### src/axi_rif_pkg.sv
`default_nettype none

package axi_rif_pkg;

  // --------------------
  // Bus widths
  // --------------------

  // Byte address width
  localparam int ADDR_W = 12;
  // Data bus width
  localparam int DATA_W = 32;
  // One strobe bit per byte
  localparam int STRB_W = DATA_W / 8;
  // AXI ID width
  localparam int ID_W = 4;

  // Bytes per beat, always full bus width
  localparam int BEAT_BYTES = STRB_W;
  // Low address bits inside one beat
  localparam int BEAT_OFF_W = $clog2(BEAT_BYTES);

  // --------------------
  // AXI encodings
  // --------------------

  // AxBURST codes
  localparam logic [1:0] BURST_FIXED = 2'b00;
  localparam logic [1:0] BURST_INCR  = 2'b01;
  localparam logic [1:0] BURST_WRAP  = 2'b10;

  // xRESP codes, only these two are ever returned
  localparam logic [1:0] RESP_OKAY   = 2'b00;
  localparam logic [1:0] RESP_SLVERR = 2'b10;

  // --------------------
  // Types
  // --------------------

  typedef logic [ADDR_W-1:0] addr_t;
  typedef logic [DATA_W-1:0] data_t;
  typedef logic [STRB_W-1:0] strb_t;
  typedef logic [ID_W-1:0]   id_t;
  // AXI length, beats minus one
  typedef logic [7:0]        len_t;
  typedef logic [1:0]        burst_t;
  typedef logic [1:0]        resp_t;

endpackage

`default_nettype wire

### src/axi_burst_addr.sv
`timescale 1ns/1ps
`default_nettype none

module axi_burst_addr
  import axi_rif_pkg::*;
(
  input  addr_t  i_addr,
  input  burst_t i_burst,
  input  len_t   i_len,
  output addr_t  o_next_addr
);

  // Current address aligned down to a beat
  addr_t aligned;
  // Aligned address plus one beat
  addr_t incr_addr;
  // Byte mask of the wrap window
  addr_t wrap_mask;

  assign aligned   = {i_addr[ADDR_W-1:BEAT_OFF_W], {BEAT_OFF_W{1'b0}}};
  assign incr_addr = aligned + addr_t'(BEAT_BYTES);

  // Window is (len+1) beats, len+1 a power of two for legal WRAP
  assign wrap_mask = addr_t'({i_len, {BEAT_OFF_W{1'b1}}});

  always_comb begin
    case (i_burst)
      BURST_INCR: begin
        o_next_addr = incr_addr;
      end
      BURST_WRAP: begin
        // Keep the window base, step the offset inside it
        o_next_addr = (aligned & ~wrap_mask) | (incr_addr & wrap_mask);
      end
      // FIXED and the reserved code stay put
      default: begin
        o_next_addr = i_addr;
      end
    endcase
  end

endmodule

`default_nettype wire

### src/axi_rif_adapter.sv
`timescale 1ns/1ps
`default_nettype none

module axi_rif_adapter
  import axi_rif_pkg::*;
(
  input  logic   aclk,
  input  logic   aresetn,
  // AW channel
  input  id_t    i_awid,
  input  addr_t  i_awaddr,
  input  len_t   i_awlen,
  input  burst_t i_awburst,
  input  logic   i_awvalid,
  output logic   o_awready,
  // W channel
  input  data_t  i_wdata,
  input  strb_t  i_wstrb,
  input  logic   i_wlast,
  input  logic   i_wvalid,
  output logic   o_wready,
  // B channel
  output id_t    o_bid,
  output resp_t  o_bresp,
  output logic   o_bvalid,
  input  logic   i_bready,
  // AR channel
  input  id_t    i_arid,
  input  addr_t  i_araddr,
  input  len_t   i_arlen,
  input  burst_t i_arburst,
  input  logic   i_arvalid,
  output logic   o_arready,
  // R channel
  output id_t    o_rid,
  output data_t  o_rdata,
  output resp_t  o_rresp,
  output logic   o_rlast,
  output logic   o_rvalid,
  input  logic   i_rready,
  // RIF write side
  output logic   o_rif_wr_req,
  output addr_t  o_rif_waddr,
  output data_t  o_rif_wdata,
  output strb_t  o_rif_wstrb,
  input  logic   i_rif_wack,
  // RIF read side
  output logic   o_rif_rd_req,
  output addr_t  o_rif_raddr,
  input  data_t  i_rif_rdata,
  input  logic   i_rif_rack
);

  // Write path, AW W B into RIF writes
  axi_rif_write u_write (
    .aclk         (aclk),
    .aresetn      (aresetn),
    .i_awid       (i_awid),
    .i_awaddr     (i_awaddr),
    .i_awlen      (i_awlen),
    .i_awburst    (i_awburst),
    .i_awvalid    (i_awvalid),
    .o_awready    (o_awready),
    .i_wdata      (i_wdata),
    .i_wstrb      (i_wstrb),
    .i_wlast      (i_wlast),
    .i_wvalid     (i_wvalid),
    .o_wready     (o_wready),
    .o_bid        (o_bid),
    .o_bresp      (o_bresp),
    .o_bvalid     (o_bvalid),
    .i_bready     (i_bready),
    .o_rif_wr_req (o_rif_wr_req),
    .o_rif_waddr  (o_rif_waddr),
    .o_rif_wdata  (o_rif_wdata),
    .o_rif_wstrb  (o_rif_wstrb),
    .i_rif_wack   (i_rif_wack)
  );

  // Read path runs independently of writes
  axi_rif_read u_read (
    .aclk         (aclk),
    .aresetn      (aresetn),
    .i_arid       (i_arid),
    .i_araddr     (i_araddr),
    .i_arlen      (i_arlen),
    .i_arburst    (i_arburst),
    .i_arvalid    (i_arvalid),
    .o_arready    (o_arready),
    .o_rid        (o_rid),
    .o_rdata      (o_rdata),
    .o_rresp      (o_rresp),
    .o_rlast      (o_rlast),
    .o_rvalid     (o_rvalid),
    .i_rready     (i_rready),
    .o_rif_rd_req (o_rif_rd_req),
    .o_rif_raddr  (o_rif_raddr),
    .i_rif_rdata  (i_rif_rdata),
    .i_rif_rack   (i_rif_rack)
  );

endmodule

`default_nettype wire

### src/axi_rif_read.sv
`timescale 1ns/1ps
`default_nettype none

module axi_rif_read
  import axi_rif_pkg::*;
(
  input  logic   aclk,
  input  logic   aresetn,
  // AR channel
  input  id_t    i_arid,
  input  addr_t  i_araddr,
  input  len_t   i_arlen,
  input  burst_t i_arburst,
  input  logic   i_arvalid,
  output logic   o_arready,
  // R channel
  output id_t    o_rid,
  output data_t  o_rdata,
  output resp_t  o_rresp,
  output logic   o_rlast,
  output logic   o_rvalid,
  input  logic   i_rready,
  // RIF read side
  output logic   o_rif_rd_req,
  output addr_t  o_rif_raddr,
  input  data_t  i_rif_rdata,
  input  logic   i_rif_rack
);

  // Channel handshakes
  logic       ar_hs;
  logic       r_hs;

  // Latched AR fields
  id_t        arid_q;
  len_t       arlen_q;
  burst_t     arburst_q;

  // Beats still to request, up to 256
  logic [8:0] beats_left;

  // Address of the next beat to request
  addr_t      raddr;
  addr_t      next_raddr;

  // R register can take a beat this cycle
  logic       r_free;
  logic       rd_req;

  assign ar_hs  = i_arvalid & o_arready;
  assign r_hs   = o_rvalid & i_rready;
  assign r_free = ~o_rvalid | i_rready;

  // Request while a burst is active and beats remain
  assign rd_req = ~o_arready & (beats_left != 9'd0) & r_free;

  // --------------------
  // AR and beat count
  // --------------------

  always_ff @(posedge aclk or negedge aresetn) begin
    if (!aresetn) begin
      o_arready  <= 1'b1;
      beats_left <= 9'd0;
    end else begin
      // AR stays closed until the last beat leaves R
      if (ar_hs) begin
        o_arready <= 1'b0;
      end else if (r_hs && o_rlast) begin
        o_arready <= 1'b1;
      end
      if (ar_hs) begin
        beats_left <= {1'b0, i_arlen} + 9'd1;
      end else if (rd_req) begin
        beats_left <= beats_left - 9'd1;
      end
    end
  end

  always_ff @(posedge aclk) begin
    if (ar_hs) begin
      arid_q    <= i_arid;
      arlen_q   <= i_arlen;
      arburst_q <= i_arburst;
      raddr     <= i_araddr;
    end else if (rd_req) begin
      raddr     <= next_raddr;
    end
  end

  axi_burst_addr u_raddr_step (
    .i_addr      (raddr),
    .i_burst     (arburst_q),
    .i_len       (arlen_q),
    .o_next_addr (next_raddr)
  );

  // --------------------
  // R output register
  // --------------------

  always_ff @(posedge aclk or negedge aresetn) begin
    if (!aresetn) begin
      o_rvalid <= 1'b0;
      o_rlast  <= 1'b0;
    end else if (rd_req) begin
      o_rvalid <= 1'b1;
      // Final beat is the one requested at count one
      o_rlast  <= (beats_left == 9'd1);
    end else if (i_rready) begin
      o_rvalid <= 1'b0;
    end
  end

  // Undecoded beat returns zero with SLVERR
  always_ff @(posedge aclk) begin
    if (rd_req) begin
      o_rdata <= i_rif_rack ? i_rif_rdata : '0;
      o_rresp <= i_rif_rack ? RESP_OKAY : RESP_SLVERR;
    end
  end

  // --------------------
  // Outputs
  // --------------------

  assign o_rid        = arid_q;
  assign o_rif_rd_req = rd_req;
  assign o_rif_raddr  = raddr;

endmodule

`default_nettype wire

### src/axi_rif_write.sv
`timescale 1ns/1ps
`default_nettype none

module axi_rif_write
  import axi_rif_pkg::*;
(
  input  logic   aclk,
  input  logic   aresetn,
  // AW channel
  input  id_t    i_awid,
  input  addr_t  i_awaddr,
  input  len_t   i_awlen,
  input  burst_t i_awburst,
  input  logic   i_awvalid,
  output logic   o_awready,
  // W channel
  input  data_t  i_wdata,
  input  strb_t  i_wstrb,
  input  logic   i_wlast,
  input  logic   i_wvalid,
  output logic   o_wready,
  // B channel
  output id_t    o_bid,
  output resp_t  o_bresp,
  output logic   o_bvalid,
  input  logic   i_bready,
  // RIF write side
  output logic   o_rif_wr_req,
  output addr_t  o_rif_waddr,
  output data_t  o_rif_wdata,
  output strb_t  o_rif_wstrb,
  input  logic   i_rif_wack
);

  // Channel handshakes
  logic   aw_hs;
  logic   w_hs;
  logic   b_hs;

  // Latched AW fields
  id_t    awid_q;
  len_t   awlen_q;
  burst_t awburst_q;

  // Address of the beat now accepted on W
  addr_t  waddr;
  addr_t  next_waddr;

  // Sticky decode error of the burst
  logic   wr_err;

  assign aw_hs = i_awvalid & o_awready;
  assign w_hs  = i_wvalid & o_wready;
  assign b_hs  = o_bvalid & i_bready;

  // --------------------
  // Channel control
  // --------------------

  always_ff @(posedge aclk or negedge aresetn) begin
    if (!aresetn) begin
      o_awready <= 1'b1;
      o_wready  <= 1'b0;
      o_bvalid  <= 1'b0;
    end else begin
      // AW closes for the whole burst, reopens after B
      if (aw_hs) begin
        o_awready <= 1'b0;
      end else if (b_hs) begin
        o_awready <= 1'b1;
      end
      // W open from AW until the wlast beat
      if (aw_hs) begin
        o_wready <= 1'b1;
      end else if (w_hs && i_wlast) begin
        o_wready <= 1'b0;
      end
      // B follows the last beat
      if (w_hs && i_wlast) begin
        o_bvalid <= 1'b1;
      end else if (b_hs) begin
        o_bvalid <= 1'b0;
      end
    end
  end

  // Missing acks accumulate, a new burst starts clean
  always_ff @(posedge aclk or negedge aresetn) begin
    if (!aresetn) begin
      wr_err <= 1'b0;
    end else if (aw_hs) begin
      wr_err <= 1'b0;
    end else if (w_hs && !i_rif_wack) begin
      wr_err <= 1'b1;
    end
  end

  // --------------------
  // Burst address
  // --------------------

  always_ff @(posedge aclk) begin
    if (aw_hs) begin
      awid_q    <= i_awid;
      awlen_q   <= i_awlen;
      awburst_q <= i_awburst;
      waddr     <= i_awaddr;
    end else if (w_hs) begin
      waddr     <= next_waddr;
    end
  end

  axi_burst_addr u_waddr_step (
    .i_addr      (waddr),
    .i_burst     (awburst_q),
    .i_len       (awlen_q),
    .o_next_addr (next_waddr)
  );

  // --------------------
  // Outputs
  // --------------------

  // One RIF write per W transfer
  assign o_rif_wr_req = w_hs;
  assign o_rif_waddr  = waddr;
  assign o_rif_wdata  = i_wdata;
  assign o_rif_wstrb  = i_wstrb;

  // ID echoed from AW
  assign o_bid   = awid_q;
  assign o_bresp = wr_err ? RESP_SLVERR : RESP_OKAY;

endmodule

`default_nettype wire

### config.mk
export PLATFORM = sky130hd
export DESIGN_NAME = axi_rif_adapter
export DESIGN_NICKNAME = d
export VERILOG_FILES = /design/src/axi_rif_pkg.sv /design/src/axi_burst_addr.sv /design/src/axi_rif_adapter.sv /design/src/axi_rif_read.sv /design/src/axi_rif_write.sv
export SDC_FILE = /design/constraint.sdc
export NUM_CORES = 1
export LEC_CHECK = 0
export ABC_AREA = 1
export BUFFER_PORTS_ARGS = -buffer_cell sky130_fd_sc_hd__buf_2
export CORE_MARGIN = 1.5
export CORE_UTILIZATION = 48
export CTS_BUF_LIST = sky130_fd_sc_hd__clkbuf_8
export CTS_CLUSTER_DIAMETER = 60
export CTS_CLUSTER_SIZE = 16
export DETAILED_ROUTE_END_ITERATION = 10
export PLACE_DENSITY_LB_ADDON = 0.25
export RECOVER_POWER = 100
export SLEW_MARGIN = 25
export SYNTH_ARGS = -nofsm -noshare
export SYNTH_HDL_FRONTEND = slang
export SYNTH_SLANG_ARGS = --single-unit
### constraint.sdc
create_clock -name aclk -period 2.5 [get_ports aclk]
set_input_delay 0.125 -clock aclk [delete_from_list [all_inputs] [get_ports aclk]]
set_output_delay 0.125 -clock aclk [all_outputs]
set_load 0.01 [all_outputs]
Word level (Yosys, flattened, before mapping)
Index checks and enable logic that the tools add are counted.
{"block": "totals", "reg_bits": 102, "mem_count": 0, "ram_bits": 0, "rom_bits": 0, "latchBits": 0}
{"block": "op_classes", "addsub": 4, "shifts": 0, "magnitude_cmp": 0, "mul": 0, "div_mod_pow": 0, "n_reduce_logical": 17, "bitwise": 18, "n_eq_ne": 5, "n_mux": 22}
{"op": "12-bit two-way mux", "count": 4}
{"op": "12-bit case mux with 2 select lines", "count": 2}
{"op": "12-bit by 3-bit adder with 12-bit output, second input constant", "count": 2}
{"op": "12-bit by 10-bit AND with 12-bit output", "count": 2}
{"op": "12-bit AND", "count": 2}
{"op": "10-bit inverter with 12-bit output", "count": 2}
{"op": "12-bit bitwise OR", "count": 2}
{"op": "9-bit two-way mux", "count": 2}
{"op": "2-bit nonzero test", "count": 8}
{"op": "1-bit two-way mux", "count": 12}
{"op": "8-bit by 1-bit adder with 9-bit output, second input constant", "count": 1}
{"op": "9-bit by 1-bit equality test with 1-bit output, second input constant", "count": 1}
{"op": "9-bit nonzero test", "count": 1}
{"op": "9-bit by 1-bit subtractor with 9-bit output, second input constant", "count": 1}
{"op": "1-bit AND", "count": 7}
{"op": "3-bit nonzero test", "count": 2}
{"op": "2-bit by 1-bit equality test with 1-bit output, second input constant", "count": 2}
{"op": "2-bit equality test, second input constant", "count": 2}
{"op": "2-bit two-way mux", "count": 2}
{"op": "2-bit AND reduction", "count": 2}
{"op": "1-bit logical AND", "count": 3}
{"op": "1-bit inverter", "count": 2}
{"op": "1-bit zero test", "count": 1}
{"op": "1-bit bitwise OR", "count": 1}

Depth between registers and ports, before layout
Gate-level depths: netlist (run 1).
{"block": "depth", "word_depth": 6, "ltp_mapped": 10, "depth_no_buf": 10}

Hierarchy
Synthesis (run 1) repeated with hierarchy kept, for this count alone.
{"block": "unflattened", "hier_cells": 670, "area_unflattened_um2": 5631.7}
{"module": "axi_rif_read", "area_per_inst_um2": 3188.1, "cells_each": 326, "n_inst": 1}
{"module": "axi_rif_write", "area_per_inst_um2": 1412.6, "cells_each": 126, "n_inst": 1}
{"module": "axi_burst_addr", "area_per_inst_um2": 515.5, "cells_each": 109, "n_inst": 2}

Least setup slack after synthesis (run 1)
No wires, ideal clock.
{"block": "synth_timing", "path_type": "register to register", "from": "register u_read.beats_left[0]", "to": "register u_read.o_rdata[0], enable pin", "synth_period_minus_slack_ns": 2.002, "stages_incl_launch_ff": 8, "n_path_buf": 0, "setup_time_ns": 0.390, "arrival_time_ns": 1.611, "slack_ns": 0.498, "path_cell_list": "dfrtp_1 -> inv_1 -> ha_1 -> inv_1 -> nor2_1 -> nand4_4 -> nand3_4 -> inv_1"}
{"block": "synth_between", "elab_chain_len": 3}
{"item": "start, declared", "line_no": "axi_rif_read.sv:40", "text": "logic [8:0] beats_left;"}
{"item": "start signal, assigned", "line_no": "axi_rif_read.sv:73", "text": "beats_left <= {1'b0, i_arlen} + 9'd1;"}
{"item": "start signal, assigned", "line_no": "axi_rif_read.sv:75", "text": "beats_left <= beats_left - 9'd1;"}
{"item": "9-bit nonzero test", "line_no": "axi_rif_read.sv:55", "text": "assign rd_req = ~o_arready & (beats_left != 9'd0) & r_free;"}
{"item": "1-bit AND (2 in a row)", "line_no": "axi_rif_read.sv:55"}
{"item": "named net o_rif_rd_req", "line_no": "axi_rif_adapter.sv:48", "text": "output logic o_rif_rd_req,"}
{"item": "end signal, assigned", "line_no": "axi_rif_read.sv:118", "text": "o_rdata <= i_rif_rack ? i_rif_rdata : '0;"}
{"item": "end, declared", "line_no": "axi_rif_read.sv:18", "text": "output data_t o_rdata,"}
The timed path passes the listed nets, and every way through them passes these cells.
A chain may end at the register's enable or synchronous reset.

==> out/metrics.yaml, run 1 <==
critical_path:
  rrSetupSlack_ns: 0.41
  worstReg2RegStart: "u_read.o_arready$_DFFE_PN1P_"
  reg2reg_depth: 6
  arrival_ns: 2.18
  critical_path_class: "reg2reg"
  crit_chain: "nand2_1 > buf_4 > inv_1 > clkbuf_2 > nor3_1 > nor2_1"
  crit_fanout: 36
  path_buf_inv: 3
  cpMaxStageDelayCell: "clkbuf_2"
  cp-end-kind: "register"
  startpoint: "u_read.o_arready$_DFFE_PN1P_"
  cp_data_required_time_ns: 2.58
  cp-start-kind: "register"
  critPathMaxStageDelay_ns: 0.59
  crit_family: "buffers and inverters"
clocking:
  clkSinkCount: 101
  cts.clk_slew.worst_paths_ns: 0.10
  root_buffer: "clkbuf_8"
  htreeDepth: 3
  clockBufferDepth: 2
  cts_buffers: 9
  cts_tree: "yes"
  clk_latency_ns: 0.36
finish:
  layout_common_cells: "nand2_1 (129), clkbuf_1 (86), edfxtp_1 (85), buf_2 (83), inv_1 (76)"
  syn_to_final_growth_pct: 22.4
  layout-drive-gt1-share: 0.155
  fin_nets: 847
  final_common_cell: "nand2_1"
  diodes: 0
pwr:
  p_leak_nw: 2.88
  powerDensity_nw_per_um2: 977
  power_mw: 6.10
  ir_drop_uv: 405
synth:
  yosysSeqAreaShare: 0.579
  synthTopCellsByArea: "edfxtp_1 (50%), nand2_1 (9.4%), dfrtp_1 (6.9%), buf_4 (5.9%), inv_1 (5.5%)"
  synth_ff_type: "edfxtp_1"
  netlist-cell-type-count: 31
  yosysTopAreaCell: "edfxtp_1"
  synth_top_area_frac: 0.500
  mappedNetlistArea_um2: 5100
  synth_cells: 536
  syn_area_per_cell_um2: 9.52
  synth_edf_count: 85
  ys_ff_latch: 101
  async_flop_share: 0.158
  yosys_warnings: 0
sta:
  finalHoldViolations: 0
  slew_headroom: 0.154
  worst_pin_slew_ns: 1.27
  fin_tns_setup_ns: 0
  min_period_ns: 2.09
  rsz0062_at_grt: "no"
  min_period_over_period: 0.838
  fin_skew_ns: 0.00728
  max_freq_mhz: 478
  setup_slack_ns: 0.406
  drv_slew: 0
  finalSetupViolCount: 0
global_route:
  grt_pass1_wl_um: 18600
  antenna_found_initial: 0
  grt_max_degree: 37
  grt-ovfl-total: 0
  grt_pass1_vias: 3956
  grtUsageTotal: 0.210
routing:
  antenna_left: 0
  post-route-drc-count: 0
  drt-total-wl_um: 11400
  drt_pass1_iterations: 7
  drt_iter0_drc: 284
  vias: 4055
  viasPerCell: 4.77
  wire_per_inst_um: 13.4
die:
  fp.dieArea_um2: 11300
  rows: 37
  pin_count: 242
  initial_core_util: 0.494
  die_h_um: 106
  die_w_um: 106
  core_area_um2: 10300
min_path:
  hold_class: "in2reg"
  holdPathStages: 3
  hold_path_startpoint: "i_rif_rdata[14]"
  hold-path-endpoint: "u_read.o_rdata[14]$_SDFFCE_PN0P_"
outcome:
  status: "finished clean"
placed_design:
  gp_congestion: 0.854
  dp_hpwl_um: 8300
  io_buffers: 167
  pre_cts_ws_ns: 0.512
flow_run:
  maxCapViolCount: 0
==> routing by layer <==
metal | vias to the layer above | track usage | wire length (um)
met5 | - | 0 | 0
met4 | 0 | 0.0685 | 196
met3 | 26 | 0.0742 | 877
met2 | 159 | 0.346 | 5570
met1 | 1837 | 0.256 | 4750
li1 | 2033 | - | -
==> tightest hold or removal path, cell delays in order <==
cell and delay (ns):
buf_2 0.08, nand2_1 0.04, inv_1 0.04
==> worst max-delay path by stage <==
stage	depth (start not counted)	endpoint
2_1_floorplan	7	u_read.o_rdata[0]$_SDFFCE_PN0P_
3_3_place_gp	8	u_read.o_rdata[7]$_SDFFCE_PN0P_
3_5_place_dp	8	u_read.o_rdata[15]$_SDFFCE_PN0P_
4_1_cts	8	o_rif_rd_req
5_1_grt	8	u_read.o_rresp[1]$_DFFE_PP_
6_report	6	register
==> report_power, final <==
part	internal, mW	total, mW	switching (mW)
clock network	0.368	0.941	0.573
registers	2.57	2.92	0.347
logic	0.759	2.25	1.49
total	3.69	6.10	2.41
==> per-stage QoR <==
stage | instances | util | instance area, um^2 | hold WS (ns)
finish | 850 | 0.605 | 6250 | 0.0165
global placement | 793 | 0.561 | 5790 | 0.0688
detailed placement | 793 | 0.561 | 5790 | 0.0760
floorplan | 537 | - | 5110 | -0.171
global route | 850 | 0.605 | 6250 | 0.00244
CTS | 849 | 0.617 | 6370 | 0.0000309
==> Yosys cell counts, types with 2 or more instances <==
cell type,count
o21ai_2,2
nand4_1,6
a21oi_1,8
ha_1,8
o21ai_0,36
nor2_1,56
dfstp_2,2
edfxtp_1,85
xnor2_1,7
inv_1,75
buf_4,40
dfrtp_1,14
xor2_1,7
o31ai_1,2
nand3_1,20
buf_2,7
nor2_4,2
nand2_1,128
nor3_1,12
nand2_2,2
clkbuf_1,5
o22ai_1,3
==> cell families after synthesis <==
kind of cell | share of synthesized area
xor+xnor | 0.0240
fa+ha+maj | 0.0196
buf+inv | 0.127
compound gates | 0.0564
flops | 0.579
simple gates | 0.193
other cells | 0.000735
==> area by class of cell <==
| cell class | count | area (um^2) |
|---|---|---|
| clock inverters | 7 | 50.0 |
| well taps | 136 | 170 |
| flip-flops and latches | 101 | 2960 |
| inverters | 76 | 285 |
| fillers | 923 | 4080 |
| repair buffers | 214 | 1170 |
| clock buffers | 9 | 124 |
| multi-input cells | 307 | 1490 |
==> what timing repair did <==
| action | 4_1_cts | 5_1_grt |
|---|---|---|
| hold buffers | 40 | 1 |
| endpoints found under the hold margin | 54 | 1 |
| setup buffers | 0 | 0 |
| resized for setup | 0 | 0 |
No activity file was read; power rests on OpenSTA's default activity.
==> run 2: changes to the inputs <==
==> constraint.sdc (replaced) <==
create_clock -name aclk -period 1.95 [get_ports aclk]
set_input_delay 0.0975 -clock aclk [delete_from_list [all_inputs] [get_ports aclk]]
set_output_delay 0.0975 -clock aclk [all_outputs]
set_load 0.01 [all_outputs]
==> out/metrics.yaml, run 2 (synthesis gave the netlist of run 1 again) <==
outcome:
  status: "finished clean"
global_route:
  grt_pass1_wl_um: 19700
  grt_max_degree: 35
  grtUsageTotal: 0.221
  busiest_layer: "met2"
  grt_use_met3: 0.0736
  grt_pass1_vias: 4313
  grt-ovfl-total: 0
  met2_usage: 0.382
  met1_usage: 0.259
  antenna_found_initial: 0
pwr:
  p_comb_frac: 0.387
  p_leak_nw: 3.05
  p_int_mw: 5.03
  clkPwrFrac: 0.157
  netSwitchingFraction: 0.388
  ir_drop_uv: 644
  power_mw: 8.21
  sequentialPowerShare: 0.457
  powerDensity_nw_per_um2: 1240
  p_sw_mw: 3.18
critical_path:
  cp-end-kind: "primary output"
  critical_path_class: "reg2out"
  crit_chain: "inv_2 > ha_1 > inv_1 > nor2_2 > nand4_4 > nand3_4 > clkinvlp_4 > clkbuf_4 > buf_2"
  critPathMaxStageDelay_ns: 0.41
  cp_data_required_time_ns: 1.85
  cp-start-kind: "register"
  cpMaxStageDelayCell: "dfrtp_1"
  arrival_ns: 1.75
  crit_fanout: 3
sta:
  rsz0062_at_grt: "no"
  max_freq_mhz: 542
  drv_slew: 0
  min_period_ns: 1.85
  finalSetupViolCount: 0
  whs_ns: 0.0106
  finalHoldViolations: 0
  worst_pin_slew_ns: 1.33
  fin_tns_setup_ns: 0
  min_period_over_period: 0.946
  slew_headroom: 0.114
  setup_slack_ns: 0.105
  fin_skew_ns: 0.0147
finish:
  n_fill_cell: 856
  fin_nets: 886
  layout_common_cells: "nand2_1 (128), clkbuf_1 (89), edfxtp_1 (85), buf_2 (83), inv_1 (75)"
  fin_cells: 888
  layout-drive-gt1-share: 0.164
  final_common_cell: "nand2_1"
  fin_util: 0.643
  syn_to_final_growth_pct: 30.1
  diodes: 0
  ff_latch_area_um2: 2960
  multiInputGateArea_um2: 1500
  fin_area_um2: 6640
routing:
  drt_iter0_drc: 297
  wire_per_inst_um: 13.9
  antenna_left: 0
  vias: 4284
  viasPerCell: 4.82
  drt-total-wl_um: 12300
  drt_pass1_iterations: 6
  post-route-drc-count: 0
min_path:
  hold_class: "in2reg"
placed_design:
  pre_cts_ws_ns: 0.109
  io_buffers: 167
  dp.cells: 797
  gp_congestion: 0.877
  dp_hpwl_um: 8450
  placed_area_um2: 5860
clocking:
  cts.clk_slew.worst_paths_ns: 0.09
  cts_buffers: 9
  htreeDepth: 3
  clkSinkCount: 101
  cts_tree: "yes"
  clk_latency_ns: 0.37
  root_buffer: "clkbuf_8"
  clockBufferDepth: 2
die:
  fp.dieArea_um2: 11300
  initial_core_util: 0.494
  core_area_um2: 10300
  rows: 37
  pin_count: 242
  die_w_um: 106
  die_h_um: 106
flow_run:
  maxCapViolCount: 0
-- run 2: repair_timing --
action                                  4_1_cts  5_1_grt
gates resized for setup                       2        0
hold buffers                                 68        0
pin swaps                                     0        1
hold endpoints to repair                     82        0
endpoints found under the setup margin        1        1
setup buffers                                 2        5
cloned                                        0        1
-- run 2: final timing paths --
check / start / to / slack (ns) / cells after the start
setup / recovery: u_read.beats_left[0]$_DFFE_PN0P_ / o_rif_rd_req / 0.10 / 9
setup reg to reg: u_read.beats_left[0]$_DFFE_PN0P_ / register / 0.13 / 9
min in group asynchronous: aresetn / u_read.o_rlast$_DFFE_PN0P_ / 0.36 / 2
max in group asynchronous: aresetn / u_write.o_bvalid$_DFFE_PN0P_ / 1.03 / 2
hold / removal: i_rready / u_read.o_arready$_DFFE_PN1P_ / 0.01 / 3
hold reg to reg: u_write.wr_err$_DFFE_PN0P_ / u_write.wr_err$_DFFE_PN0P_ / 0.54 / 2
-- run 2: power by group through the flow --
stage | Clock [mW] | Combinational (mW) | Sequential (mW)
2_1_floorplan | 0 | 1.79 | 3.98
3_3_place_gp | 0 | 3.06 | 3.73
3_5_place_dp | 0 | 3.13 | 3.77
4_1_cts | 1.31 | 3.30 | 3.73
5_1_grt | 1.39 | 3.55 | 3.82
6_report | 1.29 | 3.17 | 3.75
-- run 2: area by class of cell --
class,count,share of cell area
sequential,101,0.445
timing repair buffer,253,0.233
multi-input combinational,307,0.225
inverter,76,0.0435
tap,136,0.0256
clock buffer,9,0.0187
clock inverter,6,0.00867
-- run 2: routing by layer --
layer	vias up	wire, um	part of all wire
li1	2108	-	-
met4	0	168	0.014
met5	-	0	0
met1	1940	4890	0.40
met3	25	1040	0.084
met2	211	6210	0.50
-- run 2: worst max-delay path, delay by kind of cell, from the launching register on --
family                   cells  cell delay (ns)
buffers and inverters        5             0.49
flip-flops                   1             0.41
AND/OR/NAND/NOR              3             0.33
adder cells (fa/ha/maj)      1             0.15
==> run 3: changes to the inputs <==
--- a/config.mk
+++ b/config.mk
@@ -8,14 +8,16 @@
 export ABC_AREA = 1
 export BUFFER_PORTS_ARGS = -buffer_cell sky130_fd_sc_hd__buf_2
 export CORE_MARGIN = 1.5
-export CORE_UTILIZATION = 48
+export CORE_UTILIZATION = 50
 export CTS_BUF_LIST = sky130_fd_sc_hd__clkbuf_8
 export CTS_CLUSTER_DIAMETER = 60
 export CTS_CLUSTER_SIZE = 16
 export DETAILED_ROUTE_END_ITERATION = 10
+export MAX_ROUTING_LAYER = met4
 export PLACE_DENSITY_LB_ADDON = 0.25
 export RECOVER_POWER = 100
 export SLEW_MARGIN = 25
 export SYNTH_ARGS = -nofsm -noshare
 export SYNTH_HDL_FRONTEND = slang
+export SYNTH_HIERARCHICAL = 1
 export SYNTH_SLANG_ARGS = --single-unit
==> out/metrics.yaml, run 3 <==
pwr:
  powerDensity_nw_per_um2: 1250
  p_comb_frac: 0.429
  clkPwrFrac: 0.129
  p_leak_nw: 3.58
  sequentialPowerShare: 0.442
  ir_drop_uv: 752
  netSwitchingFraction: 0.419
  p_sw_mw: 3.85
  p_int_mw: 5.35
  power_mw: 9.20
synth:
  synth_edf_count: 85
  synth_top_area_frac: 0.453
  yosys_warnings: 6
  async_flop_share: 0.158
  mappedNetlistArea_um2: 5630
  yosysSeqAreaShare: 0.525
  yosysTopAreaCell: "edfxtp_1"
  synth_ff_type: "edfxtp_1"
  synth_common_cells: "nand2_1 (226), inv_1 (104), edfxtp_1 (85), nor2_1 (51), buf_4 (40)"
  synth_nets: 810
  ys_ff_latch: 101
  yosysMostFrequentCell: "nand2_1"
  synth_cells: 670
  syn_area_per_cell_um2: 8.41
  netlist-cell-type-count: 32
  synthTopCellsByArea: "edfxtp_1 (45%), nand2_1 (15%), inv_1 (6.9%), dfrtp_1 (6.2%), buf_4 (5.3%)"
global_route:
  grtUsageTotal: 0.254
  grt_pass1_wl_um: 22700
  grt-ovfl-total: 0
  grt_pass1_vias: 5047
  antenna_found_initial: 0
  grt_max_degree: 35
flow_run:
  maxCapViolCount: 0
die:
  initial_core_util: 0.517
  die_h_um: 109
  rows: 38
  core_area_um2: 10900
  pin_count: 242
  die_w_um: 109
  fp.dieArea_um2: 11900
finish:
  regMostFlops: "u_read/o_rdata"
  n_fill_cell: 940
  diodes: 0
  fin_area_um2: 7370
  final_common_cell: "nand2_1"
  fin_nets: 1037
  layout-drive-gt1-share: 0.155
  largest_register_ffs: 32
  layout_common_cells: "nand2_1 (225), inv_1 (101), dlygate4sd3_1 (89), buf_2 (86), edfxtp_1 (85)"
  syn_to_final_growth_pct: 30.8
critical_path:
  crit_family: "buffers and inverters"
  timing.rr.end: "u_read/o_rif_raddr[2]$_DFFE_PP_"
  reg2reg_depth: 8
  arrival_ns: 1.76
  cpMaxStageDelayCell: "dfrtp_1"
  critical_path_class: "reg2out"
  cp-end-kind: "primary output"
  cp-start-kind: "register"
  rrSetupSlack_ns: 0.14
  crit_chain: "inv_2 > ha_1 > inv_1 > nor2_2 > nand2_2 > nand3_4 > clkinvlp_4 > buf_12 > buf_2"
  critPathMaxStageDelay_ns: 0.41
  path_buf_inv: 5
  startpoint: "u_read/beats_left[1]$_DFFE_PN0P_"
  crit_fanout: 17
  worstReg2RegStart: "u_read/arburst_q[1]$_DFFE_PP_"
  cp_data_required_time_ns: 1.85
sta:
  drv_slew: 0
  fin_tns_setup_ns: 0
  finalSetupViolCount: 0
  slew_headroom: 0.116
  max_freq_mhz: 538
  finalHoldViolations: 0
  min_period_ns: 1.86
  fin_skew_ns: 0.00850
  min_period_over_period: 0.953
  worst_pin_slew_ns: 1.33
routing:
  wire_per_inst_um: 13.9
  drt-total-wl_um: 14500
  post-route-drc-count: 0
  vias: 5127
  antenna_left: 0
  viasPerCell: 4.92
  drt_pass1_iterations: 5
  drt_iter0_drc: 317
min_path:
  holdPathStages: 3
  hold_path_startpoint: "i_rif_rdata[29]"
  hold_class: "in2reg"
  hold-path-endpoint: "u_read/o_rdata[29]$_SDFFCE_PN0P_"
clocking:
  htreeDepth: 3
  clkSinkCount: 101
  cts.clk_slew.worst_paths_ns: 0.09
  cts_tree: "yes"
  clk_latency_ns: 0.37
  cts_buffers: 9
  root_buffer: "clkbuf_8"
  clockBufferDepth: 2
placed_design:
  io_buffers: 167
  placed_area_um2: 6320
  gp_congestion: 0.890
  dp_hpwl_um: 9430
outcome:
  status: "finished clean"
==> run 3: cell types whose count changed after synthesis, sizes merged, moves of 6 or more <==
cell | before | now
inv | 76 | 105
nand2 | 131 | 232
nand3 | 22 | 41
nor3 | 12 | 4
xnor2 | 7 | 1
xor2 | 7 | 0
==> run 3: cells by family after synthesis <==
family / share of synthesized area
simple gates: 0.252
buf+inv: 0.137
flops: 0.525
compound gates: 0.0611
fa+ha+maj: 0.0222
other cells: 0.00133
xor+xnor: 0.00156
==> run 3: area by class of cell <==
cell class / instances / area [um^2] / area share
timing repair buffer: 269 / 1740 / 0.237
multi-input combinational: 411 / 1920 / 0.261
sequential: 101 / 2960 / 0.402
inverter: 105 / 398 / 0.0540
clock buffer: 9 / 124 / 0.0168
clock inverter: 7 / 42.5 / 0.00578
tap: 140 / 175 / 0.0238
==> run 3: worst max path at each step <==
stage                                                  end  depth (start not counted)  slack [ns]
after CTS                                     o_rif_rd_req                          9       0.006
final                                         o_rif_rd_req                          9        0.09
after detailed placement  u_write/o_rif_waddr[2]$_DFFE_PP_                          8        0.16
after global placement     u_read/o_rif_raddr[9]$_DFFE_PP_                         10        0.22
after floorplan            u_read/o_rdata[0]$_SDFFCE_PN0P_                          8       0.002
after global routing                          o_rif_rd_req                          8       -0.01
==> run 3: repair_timing <==
action | CTS | global route
hold buffers | 89 | 0
gates resized for setup | 1 | 9
setup buffers | 2 | 5
hold endpoints to repair | 103 | 0
gates cloned | 0 | 1
endpoints found under the setup margin | 1 | 2
==> run 3: routing by layer <==
layer  GRT usage  share of wire
met5           -              0
met4       0.125          0.027
met3      0.0460          0.065
met2       0.417           0.49
met1       0.299           0.42
==> run 3: worst reg2reg max path: stages (launching register included) <==
cell      delay [ns]
edfxtp_1        0.40
ha_1            0.49
inv_1           0.18
nand2_1         0.15
nor2_1          0.06
nor3_1          0.12
a31oi_1         0.06
nand2_1         0.07
nand2_1         0.05
==> run 3: stage by stage <==
stage | util | setup WS [ns] | instances | hold WS, ns
floorplan | - | 0.00225 | 670 | -0.198
global placement | 0.581 | 0.217 | 929 | 0.0359
detailed placement | 0.581 | 0.163 | 929 | 0.0433
CTS | 0.679 | 0.00584 | 1036 | 0.00125
global route | 0.677 | -0.0144 | 1042 | 0.0284
finish | 0.677 | 0.0914 | 1042 | 0.0397
==> run 3: power groups by stage <==
stage	clock [mW]	combinational (mW)	sequential [mW]
after floorplan	0	2.22	4.27
after global placement	0	3.65	4.07
after detailed placement	0	3.71	4.09
after CTS	1.23	3.92	4.04
after global routing	1.29	4.45	4.18
final	1.19	3.95	4.07
